===== src/alu_pkg.sv =====
/* alu_pkg: shared types for the two-stage integer ALU.
   Operation and condition encodings, flag word and stage structs. */

`default_nettype none

package alu_pkg;

  localparam int DATA_W = 64;
  localparam int HALF_W = 32;

  typedef logic [DATA_W-1:0] data_t;
  typedef logic [HALF_W-1:0] half_t;

  typedef enum logic [3:0] {
    OP_ADD64,
    OP_ADD32,
    OP_SUB64,
    OP_SUB32,
    OP_AND64,
    OP_AND32,
    OP_OR64,
    OP_OR32,
    OP_XOR64,
    OP_XOR32,
    OP_MOV64,
    OP_CMOV64,
    OP_CSET
  } alu_op_t;

  // order fixes the encoding, 0..15
  typedef enum logic [3:0] {
    COND_Z, COND_NZ, COND_S, COND_NS,
    COND_UGT, COND_ULE, COND_UGE, COND_ULT,
    COND_SGT, COND_SLE, COND_SGE, COND_SLT,
    COND_O, COND_NO, COND_P, COND_ALWAYS
  } cond_t;

  typedef struct packed {
    logic c;
    logic o;
    logic a;
    logic s;
    logic z;
    logic p;
  } flags_t;

  typedef struct packed {
    alu_op_t op;
    cond_t   cond;
    data_t   a;
    data_t   b;
    flags_t  flags_in;
  } alu_req_t;

  typedef struct packed {
    alu_op_t op;
    data_t   result;    // raw, before 32-bit truncation
    logic    c63;
    logic    c31;
    logic    c3;
    logic    a_sign63;
    logic    b_sign63;
    logic    a_sign31;
    logic    b_sign31;
    logic    cond_true;
    flags_t  flags_in;
  } alu_exec_t;

  typedef struct packed {
    data_t  result;
    flags_t flags;
    logic   sets_flags;
  } alu_resp_t;

endpackage

`default_nettype wire


===== src/alu_cond_eval.sv =====
/* alu_cond_eval: tests a condition code against the C/O/A/S/Z/P flag word */

`default_nettype none

module alu_cond_eval (
  input  alu_pkg::flags_t flags,
  input  alu_pkg::cond_t  cond,
  output logic            taken
);

  import alu_pkg::*;

  logic s_ne_o;

  assign s_ne_o = flags.s ^ flags.o;  // signed less-than

  always_comb begin
    case (cond)
      COND_Z:      taken = flags.z;
      COND_NZ:     taken = ~flags.z;
      COND_S:      taken = flags.s;
      COND_NS:     taken = ~flags.s;
      COND_UGT:    taken = flags.c & ~flags.z;
      COND_ULE:    taken = ~flags.c | flags.z;
      COND_UGE:    taken = flags.c;
      COND_ULT:    taken = ~flags.c;
      COND_SGT:    taken = ~s_ne_o & ~flags.z;
      COND_SLE:    taken = s_ne_o | flags.z;
      COND_SGE:    taken = ~s_ne_o;
      COND_SLT:    taken = s_ne_o;
      COND_O:      taken = flags.o;
      COND_NO:     taken = ~flags.o;
      COND_P:      taken = flags.p;
      default:     taken = 1'b1;  // always
    endcase
  end

endmodule

`default_nettype wire


===== src/alu_issue_stage.sv =====
/* alu_issue_stage: registers an issued operation and its valid bit,
   and predecodes the operation class for the execute stage. */

`default_nettype none

module alu_issue_stage (
  input  logic              clk,
  input  logic              rst,
  input  logic              in_valid,
  input  alu_pkg::alu_req_t in_req,
  output logic              iss_valid,
  output alu_pkg::alu_req_t iss_req,
  output logic              iss_is_sub,
  output logic              iss_is_logic
);

  import alu_pkg::*;

  logic dec_is_sub;
  logic dec_is_logic;

  // early class decode, keeps it off the execute path
  always_comb begin
    dec_is_sub   = 1'b0;
    dec_is_logic = 1'b0;
    case (in_req.op)
      OP_SUB64, OP_SUB32: dec_is_sub = 1'b1;
      OP_AND64, OP_AND32,
      OP_OR64,  OP_OR32,
      OP_XOR64, OP_XOR32: dec_is_logic = 1'b1;
      default: begin
        dec_is_sub   = 1'b0;
        dec_is_logic = 1'b0;
      end
    endcase
  end

  always_ff @(posedge clk) begin
    if (rst) begin
      iss_valid <= 1'b0;
    end else begin
      iss_valid <= in_valid;
    end
  end

  // payload, taken every cycle
  always_ff @(posedge clk) begin
    iss_req      <= in_req;
    iss_is_sub   <= dec_is_sub;
    iss_is_logic <= dec_is_logic;
  end

endmodule

`default_nettype wire


===== src/alu_execute.sv =====
/* alu_execute: combinational datapath with adder, logic unit and
   conditional select; hands a raw result and carries to retire. */

`default_nettype none

module alu_execute (
  input  logic               iss_valid,
  input  alu_pkg::alu_req_t  iss_req,
  input  logic               iss_is_sub,
  input  logic               iss_is_logic,
  output logic               ex_valid,
  output alu_pkg::alu_exec_t ex_out
);

  import alu_pkg::*;

  data_t           b_in;
  logic [DATA_W:0] sum;
  data_t           logic_res;
  data_t           other_res;
  logic            cond_true;

  alu_cond_eval u_cond_eval (
    .flags (iss_req.flags_in),
    .cond  (iss_req.cond),
    .taken (cond_true)
  );

  // subtract is a + ~b + 1
  assign b_in = iss_is_sub ? ~iss_req.b : iss_req.b;
  assign sum  = {1'b0, iss_req.a} + {1'b0, b_in} + {{DATA_W{1'b0}}, iss_is_sub};

  always_comb begin
    case (iss_req.op)
      OP_AND64, OP_AND32: logic_res = iss_req.a & iss_req.b;
      OP_OR64,  OP_OR32:  logic_res = iss_req.a | iss_req.b;
      default:            logic_res = iss_req.a ^ iss_req.b;
    endcase
  end

  always_comb begin
    case (iss_req.op)
      OP_MOV64:  other_res = iss_req.b;
      OP_CMOV64: other_res = cond_true ? iss_req.b : iss_req.a;
      OP_CSET:   other_res = {{(DATA_W-1){1'b0}}, cond_true};
      default:   other_res = sum[DATA_W-1:0];  // add/sub
    endcase
  end

  assign ex_valid = iss_valid;

  always_comb begin
    ex_out.op        = iss_req.op;
    ex_out.result    = iss_is_logic ? logic_res : other_res;
    ex_out.c63       = sum[DATA_W];
    // carry into bit k+1 recovered from the sum bit
    ex_out.c31       = sum[HALF_W] ^ iss_req.a[HALF_W] ^ b_in[HALF_W];
    ex_out.c3        = sum[4] ^ iss_req.a[4] ^ b_in[4];
    ex_out.a_sign63  = iss_req.a[DATA_W-1];
    ex_out.b_sign63  = iss_req.b[DATA_W-1];
    ex_out.a_sign31  = iss_req.a[HALF_W-1];
    ex_out.b_sign31  = iss_req.b[HALF_W-1];
    ex_out.cond_true = cond_true;
    ex_out.flags_in  = iss_req.flags_in;
  end

endmodule

`default_nettype wire


===== src/alu_retire_stage.sv =====
/* alu_retire_stage: truncates 32-bit results, builds the new flag word
   and registers the response with its valid bit. */

`default_nettype none

module alu_retire_stage (
  input  logic               clk,
  input  logic               rst,
  input  logic               ex_valid,
  input  alu_pkg::alu_exec_t ex_out,
  output logic               out_valid,
  output alu_pkg::alu_resp_t out_resp
);

  import alu_pkg::*;

  logic      is32;
  logic      is_sub;
  data_t     res;
  half_t     res_lo;
  logic      res_sign;
  logic      res_zero;
  logic      carry;
  logic      sign_a;
  logic      sign_b;
  logic      ovf;
  alu_resp_t resp_d;

  always_comb begin
    case (ex_out.op)
      OP_ADD32, OP_SUB32, OP_AND32, OP_OR32, OP_XOR32: is32 = 1'b1;
      default: is32 = 1'b0;
    endcase
  end

  assign is_sub = (ex_out.op == OP_SUB64) || (ex_out.op == OP_SUB32);

  assign res_lo   = ex_out.result[HALF_W-1:0];
  assign res      = is32 ? {{HALF_W{1'b0}}, res_lo} : ex_out.result;
  assign res_sign = is32 ? res[HALF_W-1] : res[DATA_W-1];
  assign res_zero = (res == '0);
  assign carry    = is32 ? ex_out.c31 : ex_out.c63;

  // b sign flips for subtract
  assign sign_a = is32 ? ex_out.a_sign31 : ex_out.a_sign63;
  assign sign_b = (is32 ? ex_out.b_sign31 : ex_out.b_sign63) ^ is_sub;
  assign ovf    = (sign_a == sign_b) && (res_sign != sign_a);

  always_comb begin
    resp_d.result = res;
    case (ex_out.op)
      OP_ADD64, OP_ADD32, OP_SUB64, OP_SUB32: begin
        resp_d.flags      = '{c: carry, o: ovf, a: ex_out.c3, s: res_sign, z: res_zero, p: 1'b0};
        resp_d.sets_flags = 1'b1;
      end
      OP_AND64, OP_AND32, OP_OR64, OP_OR32, OP_XOR64, OP_XOR32: begin
        resp_d.flags      = '{c: 1'b0, o: 1'b0, a: 1'b0, s: res_sign, z: res_zero, p: 1'b0};
        resp_d.sets_flags = 1'b1;
      end
      default: begin  // mov, cmov, cset leave flags alone
        resp_d.flags      = ex_out.flags_in;
        resp_d.sets_flags = 1'b0;
      end
    endcase
  end

  always_ff @(posedge clk) begin
    if (rst) begin
      out_valid <= 1'b0;
    end else begin
      out_valid <= ex_valid;
    end
  end

  always_ff @(posedge clk) begin
    out_resp <= resp_d;
  end

endmodule

`default_nettype wire


===== src/alu_top.sv =====
/* alu_top: two-stage integer ALU, result two cycles after issue */

`default_nettype none

module alu_top (
  input  logic               clk,
  input  logic               rst,
  input  logic               in_valid,
  input  alu_pkg::alu_req_t  in_req,
  output logic               out_valid,
  output alu_pkg::alu_resp_t out_resp
);

  import alu_pkg::*;

  logic      iss_valid;
  alu_req_t  iss_req;
  logic      iss_is_sub;
  logic      iss_is_logic;
  logic      ex_valid;
  alu_exec_t ex_out;

  alu_issue_stage u_issue (
    .clk          (clk),
    .rst          (rst),
    .in_valid     (in_valid),
    .in_req       (in_req),
    .iss_valid    (iss_valid),
    .iss_req      (iss_req),
    .iss_is_sub   (iss_is_sub),
    .iss_is_logic (iss_is_logic)
  );

  alu_execute u_execute (
    .iss_valid    (iss_valid),
    .iss_req      (iss_req),
    .iss_is_sub   (iss_is_sub),
    .iss_is_logic (iss_is_logic),
    .ex_valid     (ex_valid),
    .ex_out       (ex_out)
  );

  alu_retire_stage u_retire (
    .clk       (clk),
    .rst       (rst),
    .ex_valid  (ex_valid),
    .ex_out    (ex_out),
    .out_valid (out_valid),
    .out_resp  (out_resp)
  );

endmodule

`default_nettype wire


===== config.mk =====
export PLATFORM = sky130hd
export DESIGN_NAME = alu_top
export DESIGN_NICKNAME = d
export VERILOG_FILES = /design/src/alu_pkg.sv /design/src/alu_cond_eval.sv /design/src/alu_issue_stage.sv /design/src/alu_execute.sv /design/src/alu_retire_stage.sv /design/src/alu_top.sv
export SDC_FILE = /design/constraint.sdc
export NUM_CORES = 1
export LEC_CHECK = 0
export ABC_AREA = 1
export BUFFER_PORTS_ARGS = -buffer_cell sky130_fd_sc_hd__buf_2
export CAP_MARGIN = 20
export CORE_UTILIZATION = 55
export DETAILED_ROUTE_END_ITERATION = 8
export PLACE_DENSITY = 0.77
export SYNTH_ARGS = -nofsm -noshare
export SYNTH_HDL_FRONTEND = slang
export SYNTH_HIERARCHICAL = 1
export SYNTH_SLANG_ARGS = --single-unit

===== constraint.sdc =====
create_clock -name clk -period 6.7 [get_ports clk]
set_input_delay 0.335 -clock clk [delete_from_list [all_inputs] [get_ports clk]]
set_output_delay 0.335 -clock clk [all_outputs]
set_load 0.005 [all_outputs]

Word level (Yosys, flattened, before mapping)
Cells that the tools add are included.

Add/subtract/negate cells: 2. Equality and inequality tests: 36. Bitwise operators: 19. Mux-type cells: 15. Reduce and logical (&&, ||, !) cells: 12.

Operators by type and width (count): 64-bit two-way mux (4); 64-bit case mux with 3 select lines (1); 64-bit case mux with 2 select lines (1); 64-bit by 64-bit adder with 65-bit output (1); 65-bit by 1-bit adder with 65-bit output (1); 64-bit bitwise AND (1); 64-bit zero test (1); 64-bit inverter (1); 64-bit bitwise OR (1); 64-bit XOR (1); 4-bit == test, second input constant (14); 4-bit by 3-bit == test with 1-bit output, second input constant (12); 4-bit by 2-bit == test with 1-bit output, second input constant (6); 1-bit case mux with 15 select lines (1); 7-bit case mux with 2 select lines (1); 6-bit OR reduction (2); 4-bit by 1-bit == test with 1-bit output, second input constant (2); 4-bit zero test (2); 1-bit two-way mux (7); 2-bit OR reduction (3); 1-bit XOR (6); 1-bit inverter (5); 5-bit OR reduction (1); 4-bit OR reduction (1); 6 further kinds (8).

Word-level logic and storage cells: 106. Output and inout port bits: 72. Input bits: 145. Register bits: 217.

Longest topological paths before layout
Gate-level depths: netlist of run 1.

Depth in word-level cells: 12. Mapped depth: 27. Depth with buffers taken out: 27.

Modules after synthesis
Netlist of run 1, hierarchy kept.

Modules (own cells, without submodules): alu_execute (instances 1, cells an instance 1925, area each 10737.8 µm², sequential area each 0.0 µm²); alu_issue_stage (instances 1, cells an instance 153, area each 2936.6 µm², sequential area each 2902.8 µm²); alu_retire_stage (instances 1, cells an instance 245, area each 2183.3 µm², sequential area each 1441.4 µm²); alu_cond_eval (instances 1, cells an instance 43, area each 178.9 µm², sequential area each 0.0 µm²).

Worst setup path before layout of run 1
No wires, ideal clock.

Path type: reg-to-reg. Start: register u_issue.iss_is_sub. End: register, netlist name u_retire/out_resp[2]. Cell stages (with the launch flop): 23. Setup slack: 4.003 ns. Buffers on the path: 2. Required time: 6.642 ns. Clock period less this slack: 2.697 ns. Data arrival time: 2.639 ns. Cell sequence: dfxtp_1 > buf_6 > buf_2 > xor2_1 > ha_1 > nand2_1 > inv_1 > a21oi_1 > o21ai_0 > a21oi_1 > nand2_2 > xor2_1 > nand2_1 > a21oi_1 > nor2_1 > nand2_1 > nor2_1 > nand2_1 > nor2_1 > nand3_1 > nor2_1 > nand2_1 > nand2_1.

RTL lines: start: declaration (RTL line alu_issue_stage.sv:13) `output logic iss_is_sub,`; start signal: assignment (RTL line alu_issue_stage.sv:49) `iss_is_sub <= dec_is_sub;`.

==> impl_metrics.py, run 1 <==
metrics = {
    "drt": {
        "routed_wl_microns": 58100,
        "routedWlPerCell_microns": 18.8,
        "drcViolationCount": 0,
        "drtIter0Drc": 1691,
        "ant_nets": 0,
        "routed-via-count": 17200,
        "drt_pass1_iterations": 5,
        "vias_per_cell": 5.58,
    },
    "pwr": {
        "ir_drop_mv": 0.240,
        "power_density_nw_per_um2": 217,
        "p_leak_nw": 10.5,
    },
    "worst_setup_path": {
        "reg2regPathDepth": 20,
        "crit_path_end_kind": "flip-flop",
        "reg2reg_slack_ps": 1910,
        "cp_max_fo": 53,
        "worst-setup-path-type": "reg -> reg",
        "worstPathArrival_ps": 5270,
        "reg2reg_to": "u_retire/out_resp[2]",
        "cp-start-kind": "flip-flop",
        "r2r_start": "u_issue/iss_is_sub",
        "critPathRequiredTime_ps": 7180,
    },
    "synthesis": {
        "netlist_area_sq_um": 16000,
        "avgSynthCellArea_sq_um": 6.78,
        "synth_fp_nets": 2707,
        "synthCells": 2365,
        "ys_warn_count": 6,
    },
    "floorplanning": {
        "rows": 62,
        "dieArea_sq_um": 29800,
        "ios": 217,
        "start_util": 0.558,
        "chipWidth_microns": 173,
        "die_h_microns": 173,
        "coreArea_sq_um": 28700,
    },
    "timing": {
        "fin_skew_ps": 13.5,
        "finalHoldViolCount": 0,
        "fmax_ghz": 0.209,
        "slew_headroom": 0.244,
        "fin_ws_ps": 1910,
        "period_share": 0.715,
        "worst_pin_slew_ps": 1130,
        "setup_viol": 0,
        "rsz0062_at_grt": "no",
        "holdWs_ps": 424,
        "drv_slew": 0,
        "tns_ps": 0,
        "min_period_ps": 4790,
    },
    "cts": {
        "h-tree-depth": 1,
        "root_buffer": "clkbuf_16",
        "cts_num_sinks": 217,
        "clk_pin_slew_ps": 70,
        "postCtsSetupRepairBufs": 0,
        "clock_path_buffers": 3,
        "cts_buffers": 23,
        "cts_tree": "built",
        "clock_latency_ps": 540,
        "post_cts_resized": 0,
    },
    "cells_and_area": {
        "drive_gt1_frac": 0.133,
        "area_growth_pct": 21.8,
        "fin_util": 0.680,
        "fin_cells": 3083,
        "nFillCells": 2394,
        "nets": 3025,
    },
    "global_routing": {
        "track_usage": 0.378,
        "grt_max_degree": 69,
        "antenna_found_initial": 1,
        "grt_pass1_wl_microns": 90100,
        "overflow": 0,
        "grt_pass1_vias": 16900,
    },
    "placement": {
        "place_hpwl_microns": 41000,
        "placedCellCount": 2898,
        "gp_congestion": 0.983,
        "dp_slack_ps": 2140,
        "port_buffers": 216,
    },
    "run_status": {
        "outcome": "finished, final reports clean",
    },
    "worst_hold_path": {
        "hold_path_end": "u_issue/iss_req[91]",
        "hold_depth": 2,
        "hold_class": "in -> reg",
        "hp-start": "in_req[91]",
    },
    "run": {
        "maxCapViolCount": 0,
    },
}
==> flip-flops by register name, indices dropped and copies added (netlist names) <==
name                  flops
u_issue/iss_is_logic      1
u_issue/iss_is_sub        1
u_issue/iss_req         142
u_issue/iss_valid         1
u_retire/out_resp        71
u_retire/out_valid        1
==> placed cells by master (no fill, tap or decap), types with 19 or more instances in the layout <==
cell type and instances:
nand2_1 547, inv_1 392, nor2_1 232, buf_2 216, dfxtp_1 215, ha_1 196
a21oi_1 147, dlygate4sd3_1 144, o21ai_0 92, xor2_1 81, nand3_1 80, o22ai_1 58
a211oi_1 28, inv_2 27, a22oi_1 24, clkbuf_16 23, a221oi_1 23, nor2_2 19
==> report_power, final <==
group          internal (mW)  switching (mW)  leakage [nW]
Clock                  0.789           0.541         0.376
Sequential              1.42          0.0904          1.83
Combinational          0.514           0.883          8.31
Total                   2.72            1.51          10.5
==> metrics by stage <==
stage               cell area, sq um  power (mW)
floorplan                      16000        2.36
global placement               17300        2.77
detailed placement             17300        2.80
CTS                            19500        4.18
global route                   19500        4.43
finish                         19500        4.24
==> layout make-up <==
class                           instances  area (sq um)  area share
Tap cell                              384           480      0.0246
Antenna cell                            1          2.50    0.000128
Sequential cell                       217          4350       0.223
Multi-Input combinational cell       1650          9730       0.498
Clock inverter                          9           129     0.00660
Clock buffer                           31           646      0.0331
Timing Repair Buffer                  372          2610       0.134
Inverter                              419          1570      0.0806
==> worst max path at each step <==
stage	start	endpoint	slack, ps	cells past startpoint
after CTS	u_issue/iss_is_sub	u_retire/out_resp[2]	2140	20
after global placement	u_issue/iss_is_sub	u_retire/out_resp[2]	2200	23
after floorplan	u_issue/iss_is_sub	u_retire/out_resp[2]	4000	22
after global routing	u_issue/iss_is_sub	u_retire/out_resp[2]	1840	20
final	u_issue/iss_is_sub	u_retire/out_resp[2]	1910	20
after detailed placement	u_issue/iss_is_sub	u_retire/out_resp[2]	2140	20
==> timing repair <==
action,4_1_cts,5_1_grt
hold endpoints to repair,145,0
setup endpoints to repair,0,0
hold buffers,144,0
==> critical path, stage by stage (launching register included) <==
cell and delay, ps:
dfxtp_4 1010, buf_4 370, xor2_1 180, ha_1 310, nand2_1 100, nand2_1 80
a21oi_1 190, o21ai_1 130, inv_1 70, nand3_1 320, o21ai_0 520, a22oi_1 160
nor2_1 150, nand2_1 60, nor2_1 80, nand2_1 190, nor2_1 150, nand3_1 170
nor2_1 300, nand2_1 90, nand2_1 60
==> layer usage <==
| metal | wire (microns) | part of all wire | vias up | global-route usage |
|---|---|---|---|---|
| met3 | 5400 | 0.093 | 150 | 0.0611 |
| met4 | 1900 | 0.033 | 0 | 0.139 |
| met1 | 24300 | 0.42 | 7937 | 0.494 |
| li1 | - | - | 8168 | - |
| met2 | 26500 | 0.46 | 954 | 0.627 |
| met5 | 0 | 0 | - | 0 |
(Power assumes the default switching activity.)
==> run 2, diff against run 1 <==
clock period = 4.85 ns   (was 6.7 ns; I/O delays follow)
==> impl_metrics.py, run 2 (synthesis results as in run 1) <==
metrics = {
    "run_status": {
        "outcome": "finished, final reports clean",
    },
    "worst_setup_path": {
        "critPathRequiredTime_ps": 5330,
        "worst-setup-path-type": "reg -> reg",
        "reg2reg_slack_ps": 550,
        "cp_max_fo": 30,
        "r2r_start": "u_issue/iss_is_sub",
        "cp-startpoint": "u_issue/iss_is_sub",
        "cp-start-kind": "flip-flop",
        "crit_path_end_kind": "flip-flop",
        "worstPathArrival_ps": 4780,
        "reg2regPathDepth": 20,
        "reg2reg_to": "u_retire/out_resp[2]",
        "worstSetupEndpoint": "u_retire/out_resp[2]",
    },
    "floorplanning": {
        "coreArea_sq_um": 28700,
        "ios": 217,
        "die_h_microns": 173,
        "rows": 62,
        "start_util": 0.558,
        "chipWidth_microns": 173,
        "dieArea_sq_um": 29800,
    },
    "cells_and_area": {
        "drive_gt1_frac": 0.135,
        "nets": 3032,
        "final_cell_mix": "547 x nand2_1, 392 x inv_1, 232 x nor2_1",
        "insertedDiodeCount": 0,
        "top_regs": "u_issue/iss_req x142, u_retire/out_resp x71",
        "fin_cells": 3090,
        "layout_commonest_cell": "nand2_1",
        "nFillCells": 2370,
        "area_growth_pct": 22.2,
        "top_register": "u_issue/iss_req",
        "largest_reg_flops": 142,
    },
    "placement": {
        "place_hpwl_microns": 42200,
        "port_buffers": 216,
        "placedCellCount": 2905,
        "gp_congestion": 1.04,
    },
    "timing": {
        "min_period_ps": 4300,
        "tns_ps": 0,
        "fmax_ghz": 0.233,
        "period_share": 0.886,
        "rsz0062_at_grt": "no",
        "setup_viol": 0,
        "holdWs_ps": 331,
        "fin_skew_ps": 16.7,
        "worst_pin_slew_ps": 922,
        "finalHoldViolCount": 0,
        "slew_headroom": 0.386,
        "drv_slew": 0,
    },
    "drt": {
        "routed_wl_microns": 59400,
        "drtIter0Drc": 1713,
        "vias_per_cell": 5.57,
        "routed-via-count": 17200,
        "routedWlPerCell_microns": 19.2,
        "ant_nets": 0,
        "drt_pass1_iterations": 7,
        "drcViolationCount": 0,
    },
    "cts": {
        "postCtsSetupRepairBufs": 0,
        "cts_buffers": 22,
        "clock_path_buffers": 3,
        "root_buffer": "clkbuf_16",
        "cts_num_sinks": 217,
        "clock_latency_ps": 540,
        "post_cts_resized": 0,
        "h-tree-depth": 1,
        "clk_pin_slew_ps": 60,
        "cts_tree": "built",
    },
    "pwr": {
        "power_density_nw_per_um2": 295,
        "p_leak_nw": 10.6,
        "ir_drop_mv": 0.333,
        "total_power_mw": 5.79,
    },
    "global_routing": {
        "antenna_found_initial": 0,
        "grt_pass1_wl_microns": 91800,
        "overflow": 0,
        "track_usage": 0.388,
        "grt_max_degree": 65,
        "grt_pass1_vias": 17100,
    },
    "worst_hold_path": {
        "hold_class": "in -> reg",
        "hold_depth": 2,
    },
    "run": {
        "maxCapViolCount": 0,
    },
}
-- run 2: cell count changes in the layout (fill, tap and decap cells not counted), moves of 2 or more --
cell / change
buf_4: +4
clkinv_2: +4
buf_12: +3
clkinvlp_4: -2
-- run 2: how the worst min path moves through the flow --
stage,from,endpoint
after floorplan,in_req[0],u_issue/iss_req[0]
after global placement,in_req[81],u_issue/iss_req[81]
after detailed placement,in_req[20],u_issue/iss_req[20]
after CTS,in_req[120],u_issue/iss_req[120]
after global routing,in_req[120],u_issue/iss_req[120]
final,in_req[120],u_issue/iss_req[120]
-- run 2: worst max-delay path: stages (launching register included) --
cell and delay [ps]:
dfxtp_4 710, buf_12 310, xor2_1 190, ha_1 300, a21oi_1 270, o21ai_0 370, a21oi_1 410, nand2_1 140
a21oi_1 360, nand2_1 90, nand2_1 70, nand3_1 60, nand2_1 70, nand2_1 70, o21ai_1 120, nand2_1 90
inv_1 90, nand3_1 160, nor2_1 210, nand2_1 70, nand2_1 50
-- run 2: metal layers --
metal,vias up,part of all wire,global-route usage
met3,143,0.092,0.0565
met2,956,0.46,0.649
met1,7927,0.42,0.510
met5,-,0,0
li1,8183,-,-
met4,0,0.030,0.129
-- run 2: metrics by stage --
stage / utilization / setup slack (ps) / instance area, sq um
2_1_floorplan: - / 2150 / 16000
3_3_place_gp: 0.606 / 700 / 17400
3_5_place_dp: 0.606 / 726 / 17400
4_1_cts: 0.682 / 716 / 19600
5_1_grt: 0.683 / 364 / 19600
6_report: 0.683 / 554 / 19600
-- run 2: timing repair --
action,4_1_cts,5_1_grt
setup endpoints to repair,0,0
hold buffers,144,0
endpoints found under the hold margin,146,0
-- run 2: layout make-up --
type | instances | area (sq um) | share of cell area
Clock buffer | 31 | 636 | 0.0324
Tap cell | 384 | 480 | 0.0245
Sequential cell | 217 | 4350 | 0.222
Multi-Input combinational cell | 1650 | 9730 | 0.497
Clock inverter | 9 | 95.1 | 0.00485
Timing Repair Buffer | 380 | 2730 | 0.139
Inverter | 419 | 1570 | 0.0803
-- run 2: power breakdown --
group          internal [mW]  leakage (nW)  switching (mW)
clock network           1.02         0.367           0.728
logic                  0.719          8.37            1.24
registers               1.96          1.83           0.123
total                   3.70          10.6            2.09
